## src/hw/pipe_pkg.sv

```systemverilog
// Shared widths, opcode encoding and forwarding selects, imported by every RTL block
package pipe_pkg;

    typedef logic [15:0] word_t;       // Data word and register value
    typedef logic [15:0] instr_t;      // [15:12] op, [11:10] rd, [9:8] rs, [7:0] imm
    typedef logic [7:0]  pc_t;         // Word address into instruction memory
    typedef logic [1:0]  reg_idx_t;
    typedef logic [7:0]  seq_t;        // Wraps
    typedef logic [15:0] cycle_t;      // Counted from end of reset
    typedef logic [3:0]  stall_cnt_t;  // Saturates

    typedef enum logic [3:0] {
        OP_NOP  = 4'h0,
        OP_ADDI = 4'h1,
        OP_ADD  = 4'h2,
        OP_LD   = 4'h3,
        OP_ST   = 4'h4,
        OP_BNZ  = 4'h5
    } opcode_e;

    // Execute operand source
    typedef enum logic [1:0] {
        FWD_RF  = 2'd0,
        FWD_MEM = 2'd1,
        FWD_WB  = 2'd2
    } fwd_sel_e;

    localparam int     NUM_REGS  = 4;
    localparam instr_t NOP_INSTR = 16'h0000;  // Bubble in IF/ID

endpackage

```

## src/hw/hazard_unit.sv

```systemverilog
// Combinational hazard logic: load-use stall, branch flush and execute forwarding selects
`timescale 1ns/1ps

module hazard_unit (
    input  pipe_pkg::opcode_e  id_op,
    input  pipe_pkg::reg_idx_t id_rs,
    input  pipe_pkg::reg_idx_t id_rd,
    input  pipe_pkg::reg_idx_t ex_rd,
    input  logic               ex_is_load,
    input  logic               ex_br_taken,
    input  pipe_pkg::reg_idx_t mem_rd,
    input  logic               mem_we,
    input  pipe_pkg::reg_idx_t wb_rd,
    input  logic               wb_we,
    input  pipe_pkg::reg_idx_t ex_rs,
    input  pipe_pkg::reg_idx_t ex_rd_src,
    output logic               stall,
    output logic               flush,
    output pipe_pkg::fwd_sel_e fwd_a,
    output pipe_pkg::fwd_sel_e fwd_b
);
    import pipe_pkg::*;

    logic reads_rs;
    logic reads_rd;
    logic load_use;

    // Memory stage is younger, so it wins over write-back
    function automatic fwd_sel_e fwd_src(input reg_idx_t src);
        if (mem_we && mem_rd == src)
            return FWD_MEM;
        if (wb_we && wb_rd == src)
            return FWD_WB;
        return FWD_RF;
    endfunction

    // Source registers actually read by the decode opcode
    always_comb begin
        reads_rs = 1'b0;
        reads_rd = 1'b0;
        case (id_op)
            OP_ADDI, OP_LD, OP_BNZ: reads_rs = 1'b1;
            OP_ADD, OP_ST: begin
                reads_rs = 1'b1;
                reads_rd = 1'b1;   // ADD accumulates into rd, ST stores rd
            end
            default: ;
        endcase
    end

    assign load_use = ex_is_load &&
                      ((reads_rs && ex_rd == id_rs) || (reads_rd && ex_rd == id_rd));

    assign flush = ex_br_taken;
    assign stall = load_use;  // A load in execute is never a branch

    always_comb begin
        fwd_a = fwd_src(ex_rs);
        fwd_b = fwd_src(ex_rd_src);
    end

endmodule

```

## src/hw/pipe_core.sv

```systemverilog
// Five-stage pipeline datapath with register file and data memory, steered by the hazard unit
`timescale 1ns/1ps

module pipe_core #(
    parameter int DMEM_WORDS = 16
) (
    input  logic               clk,
    input  logic               rst,
    input  pipe_pkg::instr_t   fetch_instr,
    input  logic               stall,
    input  logic               flush,
    input  pipe_pkg::fwd_sel_e fwd_a,
    input  pipe_pkg::fwd_sel_e fwd_b,
    output pipe_pkg::pc_t      fetch_pc,
    output pipe_pkg::opcode_e  id_op,
    output pipe_pkg::reg_idx_t id_rs,
    output pipe_pkg::reg_idx_t id_rd,
    output pipe_pkg::reg_idx_t ex_rd,
    output logic               ex_is_load,
    output logic               ex_br_taken,
    output pipe_pkg::reg_idx_t ex_rs,
    output pipe_pkg::reg_idx_t ex_rd_src,
    output pipe_pkg::reg_idx_t mem_rd,
    output logic               mem_we,
    output pipe_pkg::reg_idx_t wb_rd,
    output logic               wb_we,
    output pipe_pkg::word_t    wb_data
);
    import pipe_pkg::*;

    localparam int DMEM_AW = $clog2(DMEM_WORDS);

    instr_t   ifid_instr;
    pc_t      ifid_pc;
    opcode_e  idex_op;
    reg_idx_t idex_rd;
    reg_idx_t idex_rs;
    logic [7:0] idex_imm;
    pc_t      idex_pc;
    word_t    idex_a;           // rs value
    word_t    idex_b;           // rd value
    opcode_e  exmem_op;
    reg_idx_t exmem_rd;
    logic     exmem_we;
    word_t    exmem_alu;
    word_t    exmem_st;
    reg_idx_t memwb_rd;
    logic     memwb_we;
    word_t    memwb_data;

    word_t regs [NUM_REGS];
    word_t dmem [DMEM_WORDS];

    word_t id_a;
    word_t id_b;
    word_t ex_a;
    word_t ex_b;
    word_t ex_alu;
    logic  ex_we;
    pc_t   branch_target;
    logic [DMEM_AW-1:0] mem_addr;
    word_t mem_result;

    ////////////////////////////////////////////////////////////
    // Decode
    ////////////////////////////////////////////////////////////
    assign id_op = opcode_e'(ifid_instr[15:12]);
    assign id_rd = ifid_instr[11:10];
    assign id_rs = ifid_instr[9:8];

    // Read-through so a write-back in this cycle is seen here
    assign id_a = (wb_we && wb_rd == id_rs) ? wb_data : regs[id_rs];
    assign id_b = (wb_we && wb_rd == id_rd) ? wb_data : regs[id_rd];

    ////////////////////////////////////////////////////////////
    // Execute
    ////////////////////////////////////////////////////////////
    always_comb begin
        case (fwd_a)
            FWD_MEM: ex_a = mem_result;
            FWD_WB:  ex_a = wb_data;
            default: ex_a = idex_a;
        endcase
        case (fwd_b)
            FWD_MEM: ex_b = mem_result;
            FWD_WB:  ex_b = wb_data;
            default: ex_b = idex_b;
        endcase
    end

    always_comb begin
        ex_alu = ex_a + word_t'(idex_imm);  // ADDI and LD/ST address
        ex_we  = 1'b0;
        case (idex_op)
            OP_ADDI, OP_LD: ex_we = 1'b1;
            OP_ADD: begin
                ex_alu = ex_b + ex_a;
                ex_we  = 1'b1;
            end
            default: ;
        endcase
    end

    assign ex_br_taken   = (idex_op == OP_BNZ) && (ex_a != '0);
    assign branch_target = idex_pc + pc_t'(idex_imm);  // 8-bit wrap acts as sign extension
    assign ex_is_load    = (idex_op == OP_LD);
    assign ex_rd         = idex_rd;
    assign ex_rs         = idex_rs;
    assign ex_rd_src     = idex_rd;

    ////////////////////////////////////////////////////////////
    // Memory and write-back
    ////////////////////////////////////////////////////////////
    assign mem_addr   = exmem_alu[DMEM_AW-1:0];
    assign mem_result = (exmem_op == OP_LD) ? dmem[mem_addr] : exmem_alu;
    assign mem_rd     = exmem_rd;
    assign mem_we     = exmem_we;

    assign wb_rd   = memwb_rd;
    assign wb_we   = memwb_we;
    assign wb_data = memwb_data;

    // Control state and bubbles
    always_ff @(posedge clk) begin
        if (rst) begin
            fetch_pc   <= '0;
            ifid_instr <= NOP_INSTR;
            idex_op    <= OP_NOP;
            exmem_op   <= OP_NOP;
            exmem_we   <= 1'b0;
            memwb_we   <= 1'b0;
        end else begin
            if (flush)
                fetch_pc <= branch_target;
            else if (!stall)
                fetch_pc <= fetch_pc + 1'b1;
            if (flush)
                ifid_instr <= NOP_INSTR;
            else if (!stall)
                ifid_instr <= fetch_instr;
            idex_op  <= (stall || flush) ? OP_NOP : id_op;
            exmem_op <= idex_op;
            exmem_we <= ex_we;
            memwb_we <= exmem_we;
        end
    end

    // Payload follows the stage ops
    always_ff @(posedge clk) begin
        if (!stall)
            ifid_pc <= fetch_pc;
        idex_rd    <= id_rd;
        idex_rs    <= id_rs;
        idex_imm   <= ifid_instr[7:0];
        idex_pc    <= ifid_pc;
        idex_a     <= id_a;
        idex_b     <= id_b;
        exmem_rd   <= idex_rd;
        exmem_alu  <= ex_alu;
        exmem_st   <= ex_b;             // Store data is rd
        memwb_rd   <= exmem_rd;
        memwb_data <= mem_result;
        if (exmem_op == OP_ST)
            dmem[mem_addr] <= exmem_st;
    end

    // Architectural registers start at zero
    always_ff @(posedge clk) begin
        if (rst) begin
            for (int i = 0; i < NUM_REGS; i++)
                regs[i] <= '0;
        end else if (memwb_we) begin
            regs[memwb_rd] <= memwb_data;
        end
    end

endmodule

```

## src/hw/pipe_tracker.sv

```systemverilog
// Shadow pipeline that follows each fetched slot to write-back and emits a numeric retire record
`timescale 1ns/1ps

module pipe_tracker (
    input  logic                 clk,
    input  logic                 rst,
    input  pipe_pkg::pc_t        fetch_pc,
    input  logic                 stall,
    input  logic                 flush,
    output logic                 retire_valid,
    output pipe_pkg::seq_t       retire_seq,
    output pipe_pkg::pc_t        retire_pc,
    output pipe_pkg::cycle_t     retire_fetch_cycle,
    output pipe_pkg::cycle_t     retire_cycle,
    output pipe_pkg::stall_cnt_t retire_stalls
);
    import pipe_pkg::*;

    // Registered slots, fetch itself is the live PC plus next_seq
    localparam int SLOT_ID  = 0;
    localparam int SLOT_EX  = 1;
    localparam int SLOT_MEM = 2;
    localparam int SLOT_WB  = 3;

    cycle_t cyc;
    seq_t   next_seq;           // Number for the slot now in fetch

    logic [SLOT_WB:SLOT_ID] slot_vld;
    seq_t       slot_seq    [SLOT_WB+1];
    pc_t        slot_pc     [SLOT_WB+1];
    cycle_t     slot_fcyc   [SLOT_WB+1];
    stall_cnt_t slot_stalls [SLOT_WB+1];

    ////////////////////////////////////////////////////////////
    // Valid bits and counters, same rules as the core
    ////////////////////////////////////////////////////////////
    always_ff @(posedge clk) begin
        if (rst) begin
            cyc      <= '0;
            next_seq <= '0;
            slot_vld <= '0;
        end else begin
            cyc <= cyc + 1'b1;
            if (!stall)
                next_seq <= next_seq + 1'b1;   // Flushed fetch slot still uses its number

            if (flush)
                slot_vld[SLOT_ID] <= 1'b0;
            else if (!stall)
                slot_vld[SLOT_ID] <= 1'b1;
            slot_vld[SLOT_EX]  <= slot_vld[SLOT_ID] && !stall && !flush;
            slot_vld[SLOT_MEM] <= slot_vld[SLOT_EX];
            slot_vld[SLOT_WB]  <= slot_vld[SLOT_MEM];
        end
    end

    ////////////////////////////////////////////////////////////
    // Slot payload
    ////////////////////////////////////////////////////////////
    always_ff @(posedge clk) begin
        if (!stall) begin
            slot_seq[SLOT_ID]    <= next_seq;
            slot_pc[SLOT_ID]     <= fetch_pc;
            slot_fcyc[SLOT_ID]   <= cyc;   // Stamped on the cycle it leaves fetch
            slot_stalls[SLOT_ID] <= '0;
        end else if (slot_stalls[SLOT_ID] != '1) begin
            slot_stalls[SLOT_ID] <= slot_stalls[SLOT_ID] + 1'b1;
        end

        for (int i = SLOT_EX; i <= SLOT_WB; i++) begin
            slot_seq[i]    <= slot_seq[i-1];
            slot_pc[i]     <= slot_pc[i-1];
            slot_fcyc[i]   <= slot_fcyc[i-1];
            slot_stalls[i] <= slot_stalls[i-1];
        end
    end

    // Record of the slot in write-back
    assign retire_valid       = slot_vld[SLOT_WB];
    assign retire_seq         = slot_seq[SLOT_WB];
    assign retire_pc          = slot_pc[SLOT_WB];
    assign retire_fetch_cycle = slot_fcyc[SLOT_WB];
    assign retire_cycle       = cyc;
    assign retire_stalls      = slot_stalls[SLOT_WB];

endmodule

```

## src/hw/traced_cpu_top.sv

```systemverilog
// Top level of the traced processor: core, hazard unit and retire tracker wired together
`timescale 1ns/1ps

module traced_cpu_top #(
    parameter int DMEM_WORDS = 16
) (
    input  logic                 clk,
    input  logic                 rst,
    input  pipe_pkg::instr_t     fetch_instr,
    output pipe_pkg::pc_t        fetch_pc,
    output logic                 wb_we,
    output pipe_pkg::reg_idx_t   wb_rd,
    output pipe_pkg::word_t      wb_data,
    output logic                 retire_valid,
    output pipe_pkg::seq_t       retire_seq,
    output pipe_pkg::pc_t        retire_pc,
    output pipe_pkg::cycle_t     retire_fetch_cycle,
    output pipe_pkg::cycle_t     retire_cycle,
    output pipe_pkg::stall_cnt_t retire_stalls
);
    import pipe_pkg::*;

    opcode_e  id_op;
    reg_idx_t id_rs;
    reg_idx_t id_rd;
    reg_idx_t ex_rd;
    reg_idx_t ex_rs;
    reg_idx_t ex_rd_src;
    reg_idx_t mem_rd;
    logic     ex_is_load;
    logic     ex_br_taken;
    logic     mem_we;
    logic     stall;
    logic     flush;
    fwd_sel_e fwd_a;
    fwd_sel_e fwd_b;

    pipe_core #(
        .DMEM_WORDS(DMEM_WORDS)
    ) i_pipe_core (
        .clk(clk), .rst(rst), .fetch_instr(fetch_instr),
        .stall(stall), .flush(flush), .fwd_a(fwd_a), .fwd_b(fwd_b),
        .fetch_pc(fetch_pc), .id_op(id_op), .id_rs(id_rs), .id_rd(id_rd),
        .ex_rd(ex_rd), .ex_is_load(ex_is_load), .ex_br_taken(ex_br_taken),
        .ex_rs(ex_rs), .ex_rd_src(ex_rd_src), .mem_rd(mem_rd), .mem_we(mem_we),
        .wb_rd(wb_rd), .wb_we(wb_we), .wb_data(wb_data)
    );

    hazard_unit i_hazard_unit (
        .id_op(id_op), .id_rs(id_rs), .id_rd(id_rd),
        .ex_rd(ex_rd), .ex_is_load(ex_is_load), .ex_br_taken(ex_br_taken),
        .mem_rd(mem_rd), .mem_we(mem_we), .wb_rd(wb_rd), .wb_we(wb_we),
        .ex_rs(ex_rs), .ex_rd_src(ex_rd_src),
        .stall(stall), .flush(flush), .fwd_a(fwd_a), .fwd_b(fwd_b)
    );

    pipe_tracker i_pipe_tracker (
        .clk(clk), .rst(rst), .fetch_pc(fetch_pc), .stall(stall), .flush(flush),
        .retire_valid(retire_valid), .retire_seq(retire_seq), .retire_pc(retire_pc),
        .retire_fetch_cycle(retire_fetch_cycle), .retire_cycle(retire_cycle),
        .retire_stalls(retire_stalls)
    );

endmodule

```

## config.mk

```make
export PLATFORM = sky130hd
export DESIGN_NAME = traced_cpu_top
export DESIGN_NICKNAME = d
export VERILOG_FILES = /design/src/hw/pipe_pkg.sv /design/src/hw/hazard_unit.sv /design/src/hw/pipe_core.sv /design/src/hw/pipe_tracker.sv /design/src/hw/traced_cpu_top.sv
export SDC_FILE = /design/constraint.sdc
export NUM_CORES = 1
export LEC_CHECK = 0
export BUFFER_PORTS_ARGS = -buffer_cell sky130_fd_sc_hd__buf_2
export CAP_MARGIN = 5
export CORE_ASPECT_RATIO = 0.5
export CORE_MARGIN = 2
export CORE_UTILIZATION = 25
export CTS_BUF_LIST = sky130_fd_sc_hd__clkbuf_2 sky130_fd_sc_hd__clkbuf_4 sky130_fd_sc_hd__clkbuf_8
export DETAILED_ROUTE_END_ITERATION = 6
export PLACE_DENSITY_LB_ADDON = 0.2
export SETUP_SLACK_MARGIN = 0.1
export SYNTH_ARGS = -nofsm -noshare
export SYNTH_HDL_FRONTEND = slang
export SYNTH_SLANG_ARGS = --single-unit
```

## constraint.sdc

```tcl
create_clock -name clk -period 5.19 [get_ports clk]
set_input_delay 0 -clock clk [delete_from_list [all_inputs] [get_ports clk]]
set_output_delay 0 -clock clk [all_outputs]
set_load 0.03 [all_outputs]
```

==> results.yml, run 1 <==
synth:
  synth_warnings: 0
  synth.most_common_cell: "edfxtp_1"
  synthCells: 1552
  synth_area_um2: 23500
  synthTopCellsByCount: "edfxtp_1 (356), dfxtp_1 (270), nor2_1 (90)"
  synth.distinct_cells: 71
  synth_top_cell_area_share: 0.455
  synthTopCellsByArea: "edfxtp_1 (46%), dfxtp_1 (23%), mux4_2 (6.9%)"
  avgSynthCellArea_um2: 15.1
  ys_seq_area_frac: 0.685
  async_flop_share: 0
  synth_ff_type: "edfxtp_1"
  synth_enable_flop_cells: 356
  syn-num-nets: 1598
  yosys.area.top_type: "edfxtp_1"
  synth-seq-cells: 626
final_layout:
  fillers: 9253
  stdcell_area_um2: 28100
  areaGrowthSynthToFinish_pct: 19.4
  drive_above_1_share: 0.267
  multiInputGateArea_um2: 6980
  fin_util: 0.302
  seq_area_um2: 16100
  nets: 1811
clock_tree:
  cts_max_level: 3
  path_clk_slew_ns: 0.07
  cts_tree: "done"
  clk_latency_ns: 0.74
  clock_sinks: 626
  cts_made_buffers: 96
  cts_buffer_depth: 3
  cts_root_buf: "clkbuf_8"
grt:
  grt_pass1_vias: 13600
  grtUsageTotal: 0.130
  overflow: 0
  grt_pass1_wl_um: 92200
  antenna_found_initial: 2
  grt_max_degree: 63
worst_hold_path:
  hold_path.class: "primary input to register"
worst_setup_path:
  critPathCaptureType: "register"
  criticalPathCategory: "register to register"
  cpLargestDelayFamily: "compound AO/OA/AOI/OAI gates"
  cp_slowest_cell: "dfxtp_1"
  crit_buf_inv: 2
  worstPathArrival_ns: 5.37
  critPathMaxFanout: 19
  path_cells: "buf_4 > clkinv_1 > nor3_1 > a221oi_1 > o21ai_0 > ha_1 > a21o_1 > a21oi_1 > o21bai_1 > a211o_1 > nand3_1 > a31oi_1 > a21o_1 > a21oi_1 > xnor2_1"
  max_stage_delay_ns: 0.73
  worstSetupStartpointType: "register"
  cp_data_required_time_ns: 5.84
timing:
  period_needed_ns: 4.72
  max_clock_freq_mhz: 212
  drv_slew: 0
  hold_viol: 0
  fin_crit_sh: 0.909
  fin_worst_skew_ns: 0.0427
  tns_ns: 0
  rsz0062_at_grt: "false"
  relSlewSlack: 0.267
  tightest_slew_ns: 1.10
  setup_violations: 0
power:
  p_sw_mw: 3.04
  swShare: 0.265
  peakVddDrop_mv: 0.167
  internal-power_mw: 8.43
  p_comb_frac: 0.116
  p_leak_nw: 10.6
  powerDensity_nw_per_um2: 409
  seq_power_share: 0.506
  clock_power_share: 0.379
routing:
  drtAntennaViolNets: 0
  wirelength_um: 62200
  drt_first_iter_violations: 940
  wl_per_cell_um: 20.1
  routed_via_density: 4.29
  drt_drc_violations_left: 0
  dr.pass1.iters: 7
  vias: 13300
place:
  place_area_um2: 25800
  dp_hpwl_um: 40500
  io_buffer_count: 97
  gp_congestion: 0.762
floorplan:
  ios: 98
  die_area_um2: 96600
  die_h_um: 221
  core_area_um2: 93000
  dieWidth_um: 438
  initial_core_util: 0.253
  std_cell_rows: 79
run_status:
  status: "complete, no violations"
run:
  max_cap_violations: 0
sequential cells by signal, summed over array words and instances, names as in the netlist, 24 cells and up, named ones only:
signal                    cells
i_pipe_core.regs             64
i_pipe_core.dmem            256
i_pipe_tracker.slot_seq      32
i_pipe_tracker.slot_fcyc     64
i_pipe_tracker.slot_pc       24
layout make-up:
type,instances,share of cell area
Inverter,34,0.00455
Clock buffer,143,0.0632
Sequential cell,626,0.574
Clock inverter,29,0.00892
Antenna cell,3,0.000268
Multi-Input combinational cell,817,0.249
Tap cell,1255,0.0560
Timing Repair Buffer,190,0.0447
path summary, 6_finish.rpt:
check | startpoint | end | slack, ns | cells past startpoint
worst max-delay path | i_pipe_core.exmem_alu[3]$_DFF_P_ | i_pipe_core.exmem_alu[15]$_DFF_P_ | 0.47 | 15
worst min-delay path | fetch_instr[15] | i_pipe_core.ifid_instr[15]$_SDFFE_PP0N_ | 0.08 | 3
worst max register to register | i_pipe_core.exmem_alu[3]$_DFF_P_ | i_pipe_core.exmem_alu[15]$_DFF_P_ | 0.47 | 15
worst min register to register | i_pipe_tracker.slot_seq[1][1]$_DFF_P_ | i_pipe_tracker.slot_seq[2][1]$_DFF_P_ | 0.32 | 0
logic make-up (layout without fill, tap and decap cells):
| group | Yosys count | after routing | share of synthesized area |
|---|---|---|---|
| AOI/OAI and AO/OA | 169 | 169 | 0.0492 |
| xor gates and xnor gates | 59 | 59 | 0.0220 |
| adders and majority gates | 28 | 28 | 0.0156 |
| buffers and inverters | 109 | 396 | 0.0207 |
| DFF | 626 | 626 | 0.685 |
| muxes | 201 | 201 | 0.127 |
| other | 0 | 3 | 0 |
| and+or+nand+nor | 360 | 360 | 0.0808 |
metrics by stage:
stage | hold slack, ns | power (mW) | setup WS, ns | std cells
5_1_grt | 0.0506 | 12.0 | 0.173 | 3097
6_report | 0.0811 | 11.5 | 0.473 | 3097
3_3_place_gp | 0.236 | 7.23 | 0.467 | 2899
4_1_cts | 0.00162 | 11.7 | 0.408 | 3094
3_5_place_dp | 0.253 | 7.22 | 0.440 | 2899
2_1_floorplan | 0.140 | 6.65 | 0.860 | 1552
placed cells by master, fill, tap and decap left out, drive strengths merged, types with 10 or more instances in the layout:
cell type    count
and3            17
nand2           63
xor2            27
nor3            15
o21ai           21
nor2b           22
a21oi           53
inv             36
nand3           26
clkbuf         143
mux2            53
mux4            72
ha              26
dfxtp          270
clkinv          22
xnor2           32
mux2i           76
nor3b           14
dlygate4sd3     23
nor4            10
buf            167
nor2            90
a22oi           16
edfxtp         356
and2            62
layer usage:
metal,vias up,global-route usage,share of wire
li1,6246,-,-
met1,6659,0.178,0.48
met2,263,0.203,0.46
met3,104,0.0281,0.044
met4,0,0.0439,0.023
met5,-,0,0
what timing repair did:
item | CTS | global route
setup endpoints to repair | 0 | 2
buffers inserted | 0 | 0
hold buffers | 23 | 0
hold endpoints to repair | 58 | 0
gates resized for setup | 0 | 1
power by group through the flow:
stage	sequential [mW]	combinational [mW]	clock (mW)
floorplan	5.80	0.843	0
global placement	5.91	1.32	0
detailed placement	5.91	1.31	0
CTS	5.81	1.33	4.51
global route	5.84	1.43	4.73
finish	5.80	1.32	4.34
worst register-to-register path, cell delays in order, from the launching register on:
cell and delay (ns):
dfxtp_1 0.73, buf_4 0.40, clkinv_1 0.20, nor3_1 0.57, a221oi_1 0.27, o21ai_0 0.54, ha_1 0.33, a21o_1 0.19
a21oi_1 0.22, o21bai_1 0.12, a211o_1 0.33, nand3_1 0.12, a31oi_1 0.13, a21o_1 0.20, a21oi_1 0.16, xnor2_1 0.14
(Power assumes the default switching activity.)
==> run 2, diff against run 1 <==
--- a/config.mk
+++ b/config.mk
@@ -6,7 +6,7 @@
 export NUM_CORES = 1
 export LEC_CHECK = 0
 export BUFFER_PORTS_ARGS = -buffer_cell sky130_fd_sc_hd__buf_2
-export CAP_MARGIN = 5
+export CAP_MARGIN = 20
 export CORE_ASPECT_RATIO = 0.5
 export CORE_MARGIN = 2
 export CORE_UTILIZATION = 25
@@ -16,4 +16,5 @@
 export SETUP_SLACK_MARGIN = 0.1
 export SYNTH_ARGS = -nofsm -noshare
 export SYNTH_HDL_FRONTEND = slang
+export SYNTH_HIERARCHICAL = 1
 export SYNTH_SLANG_ARGS = --single-unit
==> run 2 against run 1 <==
Die area rose by 1.6%; first-iteration DRC count rose by 2.2%; register-to-register slack improved by 0.19 ns; power rose by 3.3%.
==> results.yml, run 2 <==
run_status:
  status: "complete, no violations"
routing:
  drt_drc_violations_left: 0
  drtAntennaViolNets: 0
  vias: 13500
  wl_per_cell_um: 19.9
  routed_via_density: 4.33
  dr.pass1.iters: 5
  drt_first_iter_violations: 961
  wirelength_um: 61700
place:
  place_area_um2: 26100
  gp_congestion: 0.779
  dp_slack_ns: 0.659
  io_buffer_count: 97
  dp_hpwl_um: 39900
final_layout:
  top_register: "i_pipe_core/dmem"
  nets: 1801
  stdcell_area_um2: 28500
  top_regs: "i_pipe_core/dmem (256), i_pipe_core/regs (64), i_pipe_tracker/slot_fcyc (64)"
  areaGrowthSynthToFinish_pct: 19.6
  mostFrequentLayoutCells: "edfxtp_1 (364), dfxtp_1 (276), clkbuf_8 (118), buf_2 (97), mux4_2 (81)"
  final_common_cell: "edfxtp_1"
  largest_register_ff_count: 256
  drive_above_1_share: 0.264
  fillers: 9461
timing:
  fin_worst_skew_ns: 0.0477
  rsz0062_at_grt: "false"
  max_clock_freq_mhz: 221
  setup_ws_ns: 0.661
  setup_violations: 0
  relSlewSlack: 0.352
  hold_viol: 0
  fin_crit_sh: 0.873
  tightest_slew_ns: 0.971
  tns_ns: 0
  drv_slew: 0
  period_needed_ns: 4.53
clock_tree:
  clock_sinks: 642
  cts_made_buffers: 102
  post_cts_buffers: 0
  cts_tree: "done"
  cts_buffer_depth: 3
  path_clk_slew_ns: 0.07
  clk_latency_ns: 0.73
  cts_root_buf: "clkbuf_8"
  cts_max_level: 3
  ctsResizeCount: 0
worst_hold_path:
  hold_path.class: "primary input to register"
  min_path_cells: 4
synth:
  synth.most_common_cell: "edfxtp_1"
  synth_top_cell_area_share: 0.458
  yosys.area.top_type: "edfxtp_1"
  async_flop_share: 0
  synthTopCellsByArea: "edfxtp_1 (46%), dfxtp_1 (23%), mux4_2 (7.6%)"
  synth_ff_type: "edfxtp_1"
  synth.distinct_cells: 65
  synth_warnings: 6
  synthTopCellsByCount: "edfxtp_1 (364), dfxtp_1 (278), mux4_2 (81)"
  ys_seq_area_frac: 0.691
  synth-seq-cells: 642
  synth_area_um2: 23900
  syn-num-nets: 1608
  synthCells: 1558
  synth_enable_flop_cells: 364
  avgSynthCellArea_um2: 15.3
floorplan:
  core_area_um2: 95000
  die_area_um2: 98100
  initial_core_util: 0.251
  std_cell_rows: 80
  dieWidth_um: 441
  ios: 98
  die_h_um: 223
worst_setup_path:
  critPathMaxFanout: 33
  worstSetupStartpointType: "register"
  critPathCaptureType: "register"
  cp_data_required_time_ns: 5.82
  rr_worst_depth: 15
  worstPathArrival_ns: 5.16
  criticalPathCategory: "register to register"
power:
  seq_power_share: 0.502
  p_sw_mw: 3.08
  p_comb_frac: 0.101
  swShare: 0.260
  clock_power_share: 0.396
  internal-power_mw: 8.77
  powerDensity_nw_per_um2: 415
  p_leak_nw: 10.4
  peakVddDrop_mv: 0.199
  p_total_mw: 11.8
grt:
  grt_pass1_wl_um: 92300
  grt_max_degree: 53
  grtUsageTotal: 0.126
  overflow: 0
  antenna_found_initial: 2
  grt_pass1_vias: 14000
run:
  max_cap_violations: 0
## run 2: final timing paths
path	to	startpoint	slack [ns]
max	i_pipe_core/exmem_alu[12]$_DFF_P_	i_pipe_core/exmem_alu[1]$_DFF_P_	0.66
min	i_pipe_core/ifid_instr[12]$_SDFFE_PP0N_	fetch_instr[12]	0.07
max reg2reg	i_pipe_core/exmem_alu[12]$_DFF_P_	i_pipe_core/exmem_alu[1]$_DFF_P_	0.66
min reg2reg	i_pipe_tracker/slot_fcyc[2][11]$_DFF_P_	i_pipe_tracker/slot_fcyc[1][11]$_DFF_P_	0.32
## run 2: through the flow
stage          std cells  hold WS, ns  utilization
2_1_floorplan       1558        0.144            -
3_3_place_gp        2898        0.236        0.275
3_5_place_dp        2898        0.247        0.275
4_1_cts             3105    0.0000867        0.300
5_1_grt             3106       0.0203        0.301
6_report            3107       0.0734        0.301
## run 2: cells by family (layout without fill, tap and decap cells)
logic type      after synthesis  in the layout  synth area share
buf+inv                     107            383            0.0201
mux                         181            181             0.121
compound gates              196            196            0.0533
simple gates                348            348            0.0785
fa+ha+maj                    32             32            0.0174
flops                       642            642             0.691
other cells                   0              2                 0
xor+xnor                     52             52            0.0191
## run 2: cell type report
| cell class | instances | area, um^2 | share of cell area |
|---|---|---|---|
| sequential | 642 | 16500 | 0.578 |
| multi-input combinational | 809 | 7010 | 0.245 |
| clock buffer | 145 | 1830 | 0.0640 |
| tap | 1271 | 1590 | 0.0557 |
| timing repair buffer | 170 | 1100 | 0.0384 |
| clock inverter | 42 | 422 | 0.0148 |
| inverter | 26 | 97.6 | 0.00342 |
| antenna | 2 | 5.00 | 0.000175 |
## run 2: timing repair
item,in CTS,in global routing
endpoints found under the setup margin,0,0
hold buffers,20,0
endpoints found under the hold margin,61,0
## run 2: critical path, cell delays in order, from the launching register on
cell	delay [ns]
dfxtp_4	0.68
buf_4	0.38
mux4_2	0.37
o221ai_1	0.18
o21ai_0	0.31
a22oi_1	0.26
o21ai_0	0.12
mux2_2	0.33
fa_1	0.43
a21o_1	0.17
a21oi_1	0.22
o21bai_1	0.12
a31o_2	0.29
a41oi_1	0.24
nor2b_1	0.19
xnor2_1	0.14
## run 2: per-layer routing
| layer | routed length [um] | GRT usage |
|---|---|---|
| met1 | 29600 | 0.178 |
| met2 | 28300 | 0.194 |
| met3 | 2660 | 0.0276 |
| met4 | 1110 | 0.0378 |
| met5 | 0 | 0 |
## run 2: power by group through the flow
stage                     sequential (mW)  combinational, mW  clock (mW)
after floorplan                      5.93              0.772           0
after global placement               6.06               1.20           0
after detailed placement             6.07               1.20           0
after CTS                            5.96               1.21        4.87
after global routing                 5.99               1.29        5.08
final                                5.95               1.20        4.70
